<file path="src/include/jbus_mon_defs.svh">
`ifndef JBUS_MON_DEFS_SVH
`define JBUS_MON_DEFS_SVH

`define JBUS_AD_W       128
`define JBUS_ADP_W      4     // One parity bit per 32-bit slice of the bus.
`define JBUS_AGENTS     7
`define JBUS_TAGS       8
`define JBUS_TAG_W      3     // Tag sits in adtype bits 7 to 5.
`define JBUS_WR_BEATS   2     // Data beats that follow every write request.

// APB register offsets.
`define REG_STATUS      8'h00 // Idle in bit 0, outstanding count in bits 7 to 4.
`define REG_OUTSTANDING 8'h04
`define REG_PAR_ERR     8'h08
`define REG_PROTO_ERR   8'h0C
`define REG_TXN_CNT     8'h10
`define REG_AGENT_ERR   8'h14
`define REG_CTRL        8'h18 // Bit 0 enable, bit 1 clear on write.

`endif

</file>
<file path="src/jbus_mon_pkg.sv">
`include "jbus_mon_defs.svh"

package jbus_mon_pkg;

  // Bus command, taken from adtype bits 2 to 0.
  typedef enum logic [2:0] {
    IDLE    = 3'd0,
    RD_REQ  = 3'd1,
    WR_REQ  = 3'd2,
    WR_DATA = 3'd3,
    RD_RET  = 3'd4
  } jbus_cmd_e;

  typedef enum logic {
    MON_IDLE,
    MON_WDATA                                // Waiting for write data beats.
  } ctrl_state_e;

  typedef struct packed {
    logic [`JBUS_AD_W-1:0]   ad;
    logic [7:0]              adtype;
    logic [`JBUS_ADP_W-1:0]  adp;
    logic [`JBUS_AGENTS-1:0] err;
  } jbus_sample_t;

  typedef struct packed {
    logic                   valid;
    jbus_cmd_e              cmd;
    logic [`JBUS_TAG_W-1:0] tag;
    logic                   seq_err;         // Missing or stray write data beat.
    logic                   done;            // Write completed on this beat.
  } jbus_event_t;

  typedef struct packed {
    logic        psel;
    logic        penable;
    logic        pwrite;
    logic [7:0]  paddr;
    logic [31:0] pwdata;
  } apb_req_t;

  typedef struct packed {
    logic [31:0] prdata;
    logic        pready;
    logic        pslverr;
  } apb_rsp_t;

  // Codes 5 to 7 are not used on the bus and count as idle.
  function automatic jbus_cmd_e decode_cmd(input logic [7:0] adtype);
    case (adtype[2:0])
      3'd1:    return RD_REQ;
      3'd2:    return WR_REQ;
      3'd3:    return WR_DATA;
      3'd4:    return RD_RET;
      default: return IDLE;
    endcase
  endfunction

endpackage

</file>
<file path="src/jbus_mon_ctrl.sv">
`timescale 1ns/1ps
`include "jbus_mon_defs.svh"

module jbus_mon_ctrl (
  input  logic                       jbus_j_clk,
  input  logic                       rst_n,
  input  jbus_mon_pkg::jbus_sample_t sample,
  input  logic                       enable,
  input  logic                       clear,
  output jbus_mon_pkg::jbus_sample_t sample_q,
  output jbus_mon_pkg::jbus_event_t  evt,
  output logic                       in_wdata
);
  import jbus_mon_pkg::*;

  localparam int BEAT_W = $clog2(`JBUS_WR_BEATS + 1);

  ctrl_state_e       state;
  ctrl_state_e       state_n;
  logic [BEAT_W-1:0] beat;
  logic [BEAT_W-1:0] beat_n;
  jbus_cmd_e         cmd;
  logic              seq_err;
  logic              wr_done;

  // Registered bus sample feeds the decoder and the parity check.
  always_ff @(posedge jbus_j_clk) begin
    if (!rst_n) begin
      sample_q <= '0;
    end else begin
      sample_q <= sample;
    end
  end

  assign cmd = decode_cmd(sample_q.adtype);

  always_comb begin
    state_n = state;
    beat_n  = beat;
    seq_err = 1'b0;
    wr_done = 1'b0;
    if (state == MON_WDATA && cmd == WR_DATA) begin
      if (beat == BEAT_W'(`JBUS_WR_BEATS - 1)) begin
        state_n = MON_IDLE;                  // Last beat closes the write.
        beat_n  = '0;
        wr_done = 1'b1;
      end else begin
        beat_n = beat + 1'b1;
      end
    end else if (state == MON_IDLE || cmd != IDLE) begin
      // A broken write sequence is flagged, then the command starts afresh.
      seq_err = (state == MON_WDATA) || (cmd == WR_DATA);
      state_n = (cmd == WR_REQ) ? MON_WDATA : MON_IDLE;
      beat_n  = '0;
    end
  end

  always_ff @(posedge jbus_j_clk) begin
    if (!rst_n || clear) begin
      state    <= MON_IDLE;
      beat     <= '0;
      evt      <= '0;
      in_wdata <= 1'b0;
    end else begin
      in_wdata <= (state == MON_WDATA);      // Delayed to line up with the tracker mask.
      if (enable) begin
        state       <= state_n;
        beat        <= beat_n;
        evt.valid   <= 1'b1;
        evt.cmd     <= cmd;
        evt.tag     <= sample_q.adtype[7 -: `JBUS_TAG_W];
        evt.seq_err <= seq_err;
        evt.done    <= wr_done;
      end else begin
        evt <= '0;
      end
    end
  end

endmodule

</file>
<file path="src/jbus_parity_check.sv">
`timescale 1ns/1ps
`include "jbus_mon_defs.svh"

module jbus_parity_check (
  input  logic                       jbus_j_clk,
  input  logic                       rst_n,
  input  jbus_mon_pkg::jbus_sample_t sample_q,
  input  logic                       enable,
  output logic                       par_err
);
  import jbus_mon_pkg::*;

  localparam int SLICE_W = `JBUS_AD_W / `JBUS_ADP_W;

  logic [`JBUS_ADP_W-1:0] slice_bad;
  jbus_cmd_e              cmd;

  assign cmd = decode_cmd(sample_q.adtype);

  // Even parity: each slice together with its parity bit has an even count of ones.
  always_comb begin
    for (int i = 0; i < `JBUS_ADP_W; i++) begin
      slice_bad[i] = ^{sample_q.ad[i*SLICE_W +: SLICE_W], sample_q.adp[i]};
    end
  end

  always_ff @(posedge jbus_j_clk) begin
    if (!rst_n) begin
      par_err <= 1'b0;
    end else begin
      par_err <= enable && (cmd != IDLE) && (|slice_bad); // Idle cycles carry no data.
    end
  end

endmodule

</file>
<file path="src/jbus_txn_tracker.sv">
`timescale 1ns/1ps
`include "jbus_mon_defs.svh"

module jbus_txn_tracker (
  input  logic                      jbus_j_clk,
  input  logic                      rst_n,
  input  jbus_mon_pkg::jbus_event_t evt,
  input  logic                      clear,
  output logic [`JBUS_TAGS-1:0]     outstanding,
  output logic [3:0]                out_count,
  output logic                      tag_err,
  output logic                      ret_done
);
  import jbus_mon_pkg::*;

  logic [`JBUS_TAGS-1:0] mask_n;
  logic [3:0]            count_n;
  logic                  hit;

  assign hit = outstanding[evt.tag];

  // The pulses come straight from the event so that the counters update with the mask.
  always_comb begin
    mask_n   = outstanding;
    tag_err  = 1'b0;
    ret_done = 1'b0;
    if (evt.valid) begin
      case (evt.cmd)
        RD_REQ: begin
          if (hit) begin
            tag_err = 1'b1;                  // Tag reused before its return.
          end else begin
            mask_n[evt.tag] = 1'b1;
          end
        end
        RD_RET: begin
          if (hit) begin
            mask_n[evt.tag] = 1'b0;
            ret_done        = 1'b1;
          end else begin
            tag_err = 1'b1;                  // Return with no request behind it.
          end
        end
        default: mask_n = outstanding;
      endcase
    end
  end

  always_comb begin
    count_n = '0;
    for (int i = 0; i < `JBUS_TAGS; i++) begin
      count_n = count_n + 4'(mask_n[i]);
    end
  end

  always_ff @(posedge jbus_j_clk) begin
    if (!rst_n || clear) begin
      outstanding <= '0;
      out_count   <= '0;
    end else begin
      outstanding <= mask_n;
      out_count   <= count_n;
    end
  end

endmodule

</file>
<file path="src/jbus_apb_regs.sv">
`timescale 1ns/1ps
`include "jbus_mon_defs.svh"

module jbus_apb_regs (
  input  logic                      jbus_j_clk,
  input  logic                      rst_n,
  input  jbus_mon_pkg::apb_req_t    apb_req,
  output jbus_mon_pkg::apb_rsp_t    apb_rsp,
  input  jbus_mon_pkg::jbus_event_t evt,
  input  logic                      par_err,
  input  logic                      tag_err,
  input  logic                      ret_done,
  input  logic [`JBUS_TAGS-1:0]     outstanding,
  input  logic [3:0]                out_count,
  input  logic                      in_wdata,
  input  logic [`JBUS_AGENTS-1:0]   err_q,
  output logic                      enable,
  output logic                      clear
);

  logic [15:0]             par_cnt;
  logic [15:0]             proto_cnt;
  logic [15:0]             txn_cnt;
  logic [`JBUS_AGENTS-1:0] agent_err;
  logic                    access;
  logic                    wr_en;
  logic                    ctrl_wr;
  logic                    mapped;
  logic [1:0]              proto_inc;
  logic [1:0]              txn_inc;
  logic [31:0]             rdata;

  // Counters stick at all ones instead of wrapping.
  function automatic logic [15:0] sat_add(input logic [15:0] cnt, input logic [1:0] inc);
    logic [16:0] sum;
    sum = {1'b0, cnt} + 17'(inc);
    return sum[16] ? 16'hffff : sum[15:0];
  endfunction

  assign access  = apb_req.psel && apb_req.penable;
  assign wr_en   = access && apb_req.pwrite;
  assign ctrl_wr = wr_en && (apb_req.paddr == `REG_CTRL);

  // A cycle can hold both a sequence error and a tag error.
  assign proto_inc = 2'(evt.valid && evt.seq_err) + 2'(tag_err);
  assign txn_inc   = 2'(evt.valid && evt.done) + 2'(ret_done);

  always_comb begin
    rdata  = '0;
    mapped = 1'b1;
    case (apb_req.paddr)
      `REG_STATUS:      rdata = {24'd0, out_count, 3'd0, !in_wdata && !(|outstanding)};
      `REG_OUTSTANDING: rdata = 32'(outstanding);
      `REG_PAR_ERR:     rdata = {16'd0, par_cnt};
      `REG_PROTO_ERR:   rdata = {16'd0, proto_cnt};
      `REG_TXN_CNT:     rdata = {16'd0, txn_cnt};
      `REG_AGENT_ERR:   rdata = 32'(agent_err);
      `REG_CTRL:        rdata = {31'd0, enable};
      default:          mapped = 1'b0;
    endcase
    apb_rsp.prdata  = rdata;
    apb_rsp.pready  = 1'b1;                  // No wait states.
    apb_rsp.pslverr = access && !mapped;
  end

  always_ff @(posedge jbus_j_clk) begin
    if (!rst_n) begin
      enable    <= 1'b1;
      clear     <= 1'b0;
      par_cnt   <= '0;
      proto_cnt <= '0;
      txn_cnt   <= '0;
      agent_err <= '0;
    end else begin
      clear <= ctrl_wr && apb_req.pwdata[1]; // One-cycle pulse.
      if (ctrl_wr) begin
        enable <= apb_req.pwdata[0];
      end
      if (clear) begin
        par_cnt   <= '0;
        proto_cnt <= '0;
        txn_cnt   <= '0;
        agent_err <= '0;
      end else begin
        par_cnt   <= sat_add(par_cnt, {1'b0, par_err});
        proto_cnt <= sat_add(proto_cnt, proto_inc);
        txn_cnt   <= sat_add(txn_cnt, txn_inc);
        if (enable) begin
          agent_err <= agent_err | err_q;
        end
      end
    end
  end

endmodule

</file>
<file path="src/jbus_mon_top.sv">
`timescale 1ns/1ps
`include "jbus_mon_defs.svh"

module jbus_mon_top (
  input  logic                    jbus_j_clk,
  input  logic                    rst_n,
  input  logic [`JBUS_AD_W-1:0]   jbus_j_ad,
  input  logic [7:0]              jbus_j_adtype,
  input  logic [`JBUS_ADP_W-1:0]  jbus_j_adp,
  input  logic [`JBUS_AGENTS-1:0] jbus_j_err,
  input  jbus_mon_pkg::apb_req_t  apb_req,
  output jbus_mon_pkg::apb_rsp_t  apb_rsp,
  output logic                    bus_is_idle,
  output logic                    uncompleted_accesses
);
  import jbus_mon_pkg::*;

  jbus_sample_t          sample;
  jbus_sample_t          sample_q;
  jbus_event_t           evt;
  logic                  enable;
  logic                  clear;
  logic                  in_wdata;
  logic                  par_err;
  logic                  tag_err;
  logic                  ret_done;
  logic [`JBUS_TAGS-1:0] outstanding;
  logic [3:0]            out_count;

  assign sample = '{ad: jbus_j_ad, adtype: jbus_j_adtype, adp: jbus_j_adp, err: jbus_j_err};

  jbus_mon_ctrl u_jbus_mon_ctrl (
    .jbus_j_clk (jbus_j_clk),
    .rst_n      (rst_n),
    .sample     (sample),
    .enable     (enable),
    .clear      (clear),
    .sample_q   (sample_q),
    .evt        (evt),
    .in_wdata   (in_wdata)
  );

  jbus_parity_check u_jbus_parity_check (
    .jbus_j_clk (jbus_j_clk),
    .rst_n      (rst_n),
    .sample_q   (sample_q),
    .enable     (enable),
    .par_err    (par_err)
  );

  jbus_txn_tracker u_jbus_txn_tracker (
    .jbus_j_clk  (jbus_j_clk),
    .rst_n       (rst_n),
    .evt         (evt),
    .clear       (clear),
    .outstanding (outstanding),
    .out_count   (out_count),
    .tag_err     (tag_err),
    .ret_done    (ret_done)
  );

  jbus_apb_regs u_jbus_apb_regs (
    .jbus_j_clk  (jbus_j_clk),
    .rst_n       (rst_n),
    .apb_req     (apb_req),
    .apb_rsp     (apb_rsp),
    .evt         (evt),
    .par_err     (par_err),
    .tag_err     (tag_err),
    .ret_done    (ret_done),
    .outstanding (outstanding),
    .out_count   (out_count),
    .in_wdata    (in_wdata),
    .err_q       (sample_q.err),
    .enable      (enable),
    .clear       (clear)
  );

  assign uncompleted_accesses = |outstanding;
  assign bus_is_idle          = !in_wdata && !uncompleted_accesses; // No write open and no read pending.

endmodule

</file>
<file path="config.mk">
export PLATFORM = sky130hd
export DESIGN_NAME = jbus_mon_top
export DESIGN_NICKNAME = d
export VERILOG_FILES = /design/src/jbus_mon_pkg.sv /design/src/jbus_mon_ctrl.sv /design/src/jbus_parity_check.sv /design/src/jbus_txn_tracker.sv /design/src/jbus_apb_regs.sv /design/src/jbus_mon_top.sv
export VERILOG_INCLUDE_DIRS = /design/src /design/src/include
export SDC_FILE = /design/constraint.sdc
export NUM_CORES = 1
export LEC_CHECK = 0
export BUFFER_PORTS_ARGS = -buffer_cell sky130_fd_sc_hd__buf_4
export CAP_MARGIN = 20
export CORE_ASPECT_RATIO = 2
export CORE_MARGIN = 2
export CORE_UTILIZATION = 57
export DETAILED_ROUTE_END_ITERATION = 8
export PLACE_DENSITY = 0.85
export SLEW_MARGIN = 20
export SYNTH_ARGS = -nofsm -noshare
export SYNTH_HDL_FRONTEND = slang
export SYNTH_SLANG_ARGS = --single-unit
</file>
<file path="constraint.sdc">
create_clock -name jbus_j_clk -period 7 [get_ports jbus_j_clk]
set_input_delay 1.4 -clock jbus_j_clk [delete_from_list [all_inputs] [get_ports jbus_j_clk]]
set_output_delay 1.4 -clock jbus_j_clk [all_outputs]
set_load 0.05 [all_outputs]
</file>
==> results.md <==
* Core Region at 0.0159 mm^2
* DR WL/cell at 15.1 um
* Clock Skews at between 0.01 and 0.015 ns
* CTS tree: built
* RSZ-0062 raised after global routing: no
* Crit path DAT at 3.57 ns
* Power Density at 261 mW/mm^2
* Warning count from the yosys run at 0
* All-Layer GR Usage at 0.231
* Slew Limit Fails at 0
* Outcome: finished clean
* Worst-margin pin slew at 1.07 ns
* Clock Path Buffers at 3
* Asr flop ratio synth at 0
* Placer Congestion at 0.918
* Final net count at around 1300
* Drc violations at 0
* Setup violations, final at 0
* Worst setup EP type: output pin
* Period utilization at 0.711
* Initial Util at 0.583
* R2R Setup Slk at 2.56 ns
* Cell variety after synth at 49
* Max-cap violation count at 0
* Hold Vio Cnt, Final at 0
* Yosys reg bits at 228
* Die width at ~94 um
* Final min period at 4.97 ns
* First-pass GRT wire length at 31600 um
* Leakage Power at 4.69 nW
* Number of global-route vias before repair at 6802
* Routed vias/inst at 5.17
* Worst EP required at 5.60 ns
* Share of layout cells above drive strength 1 at 0.198
* DR vias at 6786
* Largest net degree at the start of global routing at around 150
* Full die area at 0.0173 mm^2
* Post-CTS Hold Buffers at 0
* Dpl ws at 2.14 ns
* CP Class: input pin to output pin
* Slew HR at 0.287
* Register area share after synthesis at 0.494
* Die Y at 184 um
* Post-synthesis cell area at 0.00924 mm^2
* Clk Latency, worst-skew pair at 0.49 ns
* HP Class: flop to flop
* Clock input transition at the sequential cells of the worst setup and hold paths at 0.06 ns
* Startpoint types: input pin
* Most used DFF post-synth: dfxtp_1
* DRT antenna net count at 0
* Dpl hpwl at about 15000 um
* Synth Area per Inst at 9.92 um^2
* GRT Residual Overflow at 0
* DR pass1 iterations at 7
* F_max at 201 MHz
* Row count at 65
* CTS H-tree depth at 1
* Clock Tree Root: clkbuf_16
* IO Pins at around 230
* Initial antenna violation count at 1
* Sink Count at between 200 and 250
* Area growth syn-to-layout at 22.4%
* Initial DRC count at 296
* Setup Fix Bufs, Post-CTS at 0
* WL final at 19900 um
* I/O Buffers at 178
* Post-synth EDFFs at 0
* Number of CTS-inserted buffers at 20
* Final worst setup slack at roughly 2.0 ns
* Post-CTS sizing at 0
* Cells after Synth at 931
* Total negative setup slack at 0 ns
* Peak supply drop at 0.223 mV
* Max Fanout on Critical Path at 16
-- worst max-delay path, cell delays in order --
cell,delay [ns]
buf_4,0.11
or2_2,0.35
nor2_1,0.10
nand2_1,0.08
nor2_1,0.81
a22oi_1,0.33
nand3_1,0.19
buf_4,0.21
-- power breakdown --
group | switching (W) | internal, W | leakage [nW]
Clock | 0.000455 | 0.000647 | 0.321
Sequential | 0.0000333 | 0.00136 | 1.88
Combinational | 0.000209 | 0.000245 | 2.48
Total | 0.000698 | 0.00225 | 4.69
-- path summary, 6_finish.rpt --
check | to | cells after the start | start
max | apb_rsp[6] | 8 | apb_req[33]
min | u_jbus_mon_ctrl.evt[0] | 1 | u_jbus_mon_ctrl.beat[1]
min reg2reg | u_jbus_mon_ctrl.evt[0] | 1 | u_jbus_mon_ctrl.beat[1]
max reg2reg | u_jbus_txn_tracker.out_count[2] | 12 | u_jbus_mon_ctrl.evt[4]
-- layout make-up --
cell class	instances	area [um^2]
Antenna cell	1	2.50
Clock buffer	29	576
Clock inverter	6	86.3
Fill cell	1171	4550
Inverter	30	113
Multi-Input combinational cell	637	4350
Sequential cell	228	4560
Tap cell	201	251
Timing Repair Buffer	181	1360
-- cell usage after synthesis (all sizes together), types with 9 or more instances --
| cell type | number | area (um^2) |
|---|---|---|
| and3 | 17 | 106 |
| nand2b | 9 | 56.3 |
| nor2 | 45 | 169 |
| clkbuf | 28 | 105 |
| buf | 23 | 163 |
| nand3 | 21 | 105 |
| xor2 | 30 | 263 |
| xnor2 | 129 | 1130 |
| a22oi | 16 | 120 |
| inv | 30 | 113 |
| dfxtp | 228 | 4560 |
| nor3 | 10 | 50.1 |
| nand2 | 36 | 135 |
| a222oi | 12 | 120 |
| o21ai | 14 | 70.1 |
| a21oi | 60 | 300 |
| and2 | 155 | 970 |
-- routing by layer --
layer | wire [um] | vias to the layer above | global-route usage
met5 | 0 | - | 0
met4 | 1320 | 0 | 0.140
li1 | - | 3357 | -
met2 | 11200 | 261 | 0.452
met1 | 6190 | 3090 | 0.209
met3 | 1130 | 78 | 0.0463
-- per-stage QoR --
stage	cells	total power (W)	instance area (um^2)	hold slack (ns)	util
final	1313	0.00295	11300	0.429	0.713
after global routing	1313	0.00307	11300	0.470	0.713
after CTS	1312	0.00299	11300	0.438	0.713
after detailed placement	1277	0.00188	10600	0.429	0.671
after global placement	1277	0.00187	10600	0.416	0.671
after floorplan	946	0.00174	9300	0.399	-
-- state kept, by name, indices dropped and copies added, names as in the netlist --
register and cells:
u_jbus_txn_tracker.outstanding 8, u_jbus_mon_ctrl.evt 9, u_jbus_apb_regs.enable 1, u_jbus_apb_regs.txn_cnt 16
u_jbus_txn_tracker.out_count 4, u_jbus_apb_regs.clear 1, u_jbus_parity_check.par_err 1, u_jbus_apb_regs.par_cnt 16
u_jbus_mon_ctrl.sample_q 145, u_jbus_apb_regs.proto_cnt 16, u_jbus_apb_regs.agent_err 7, u_jbus_mon_ctrl.in_wdata 1
u_jbus_mon_ctrl.state 1, u_jbus_mon_ctrl.beat 2
-- placed cells by master, fill, tap and decap left out, drive strengths merged, types with 3 or more instances in the layout --
master | netlist | layout
o31ai | 3 | 3
clkinv | 0 | 3
nand3 | 21 | 21
and2 | 155 | 155
nor3 | 10 | 10
nand4 | 6 | 6
nor2 | 45 | 45
nor2b | 4 | 4
inv | 30 | 30
dfxtp | 228 | 228
a222oi | 12 | 12
nand2b | 9 | 9
xor2 | 30 | 30
a31oi | 7 | 7
fa | 6 | 6
xnor2 | 129 | 129
buf | 23 | 181
a21oi | 60 | 60
a22oi | 16 | 16
or2 | 3 | 3
conb | 2 | 17
nand2 | 36 | 36
ha | 7 | 7
nor4 | 6 | 6
clkbuf | 28 | 29
and3 | 17 | 17
o21ai | 14 | 14
-- cells by family after synthesis --
kind of cell             Yosys count  synth area share
AND/OR/NAND/NOR                  322             0.198
flip-flops                       228             0.494
AO/OA/AOI/OAI                    119            0.0798
multiplexers                       5           0.00826
other                              2          0.000813
buffers and inverters             81            0.0412
XOR/XNOR                         161             0.156
adder cells (fa/ha/maj)           13            0.0225
Note: power is estimated with default switching activity, not from simulation.
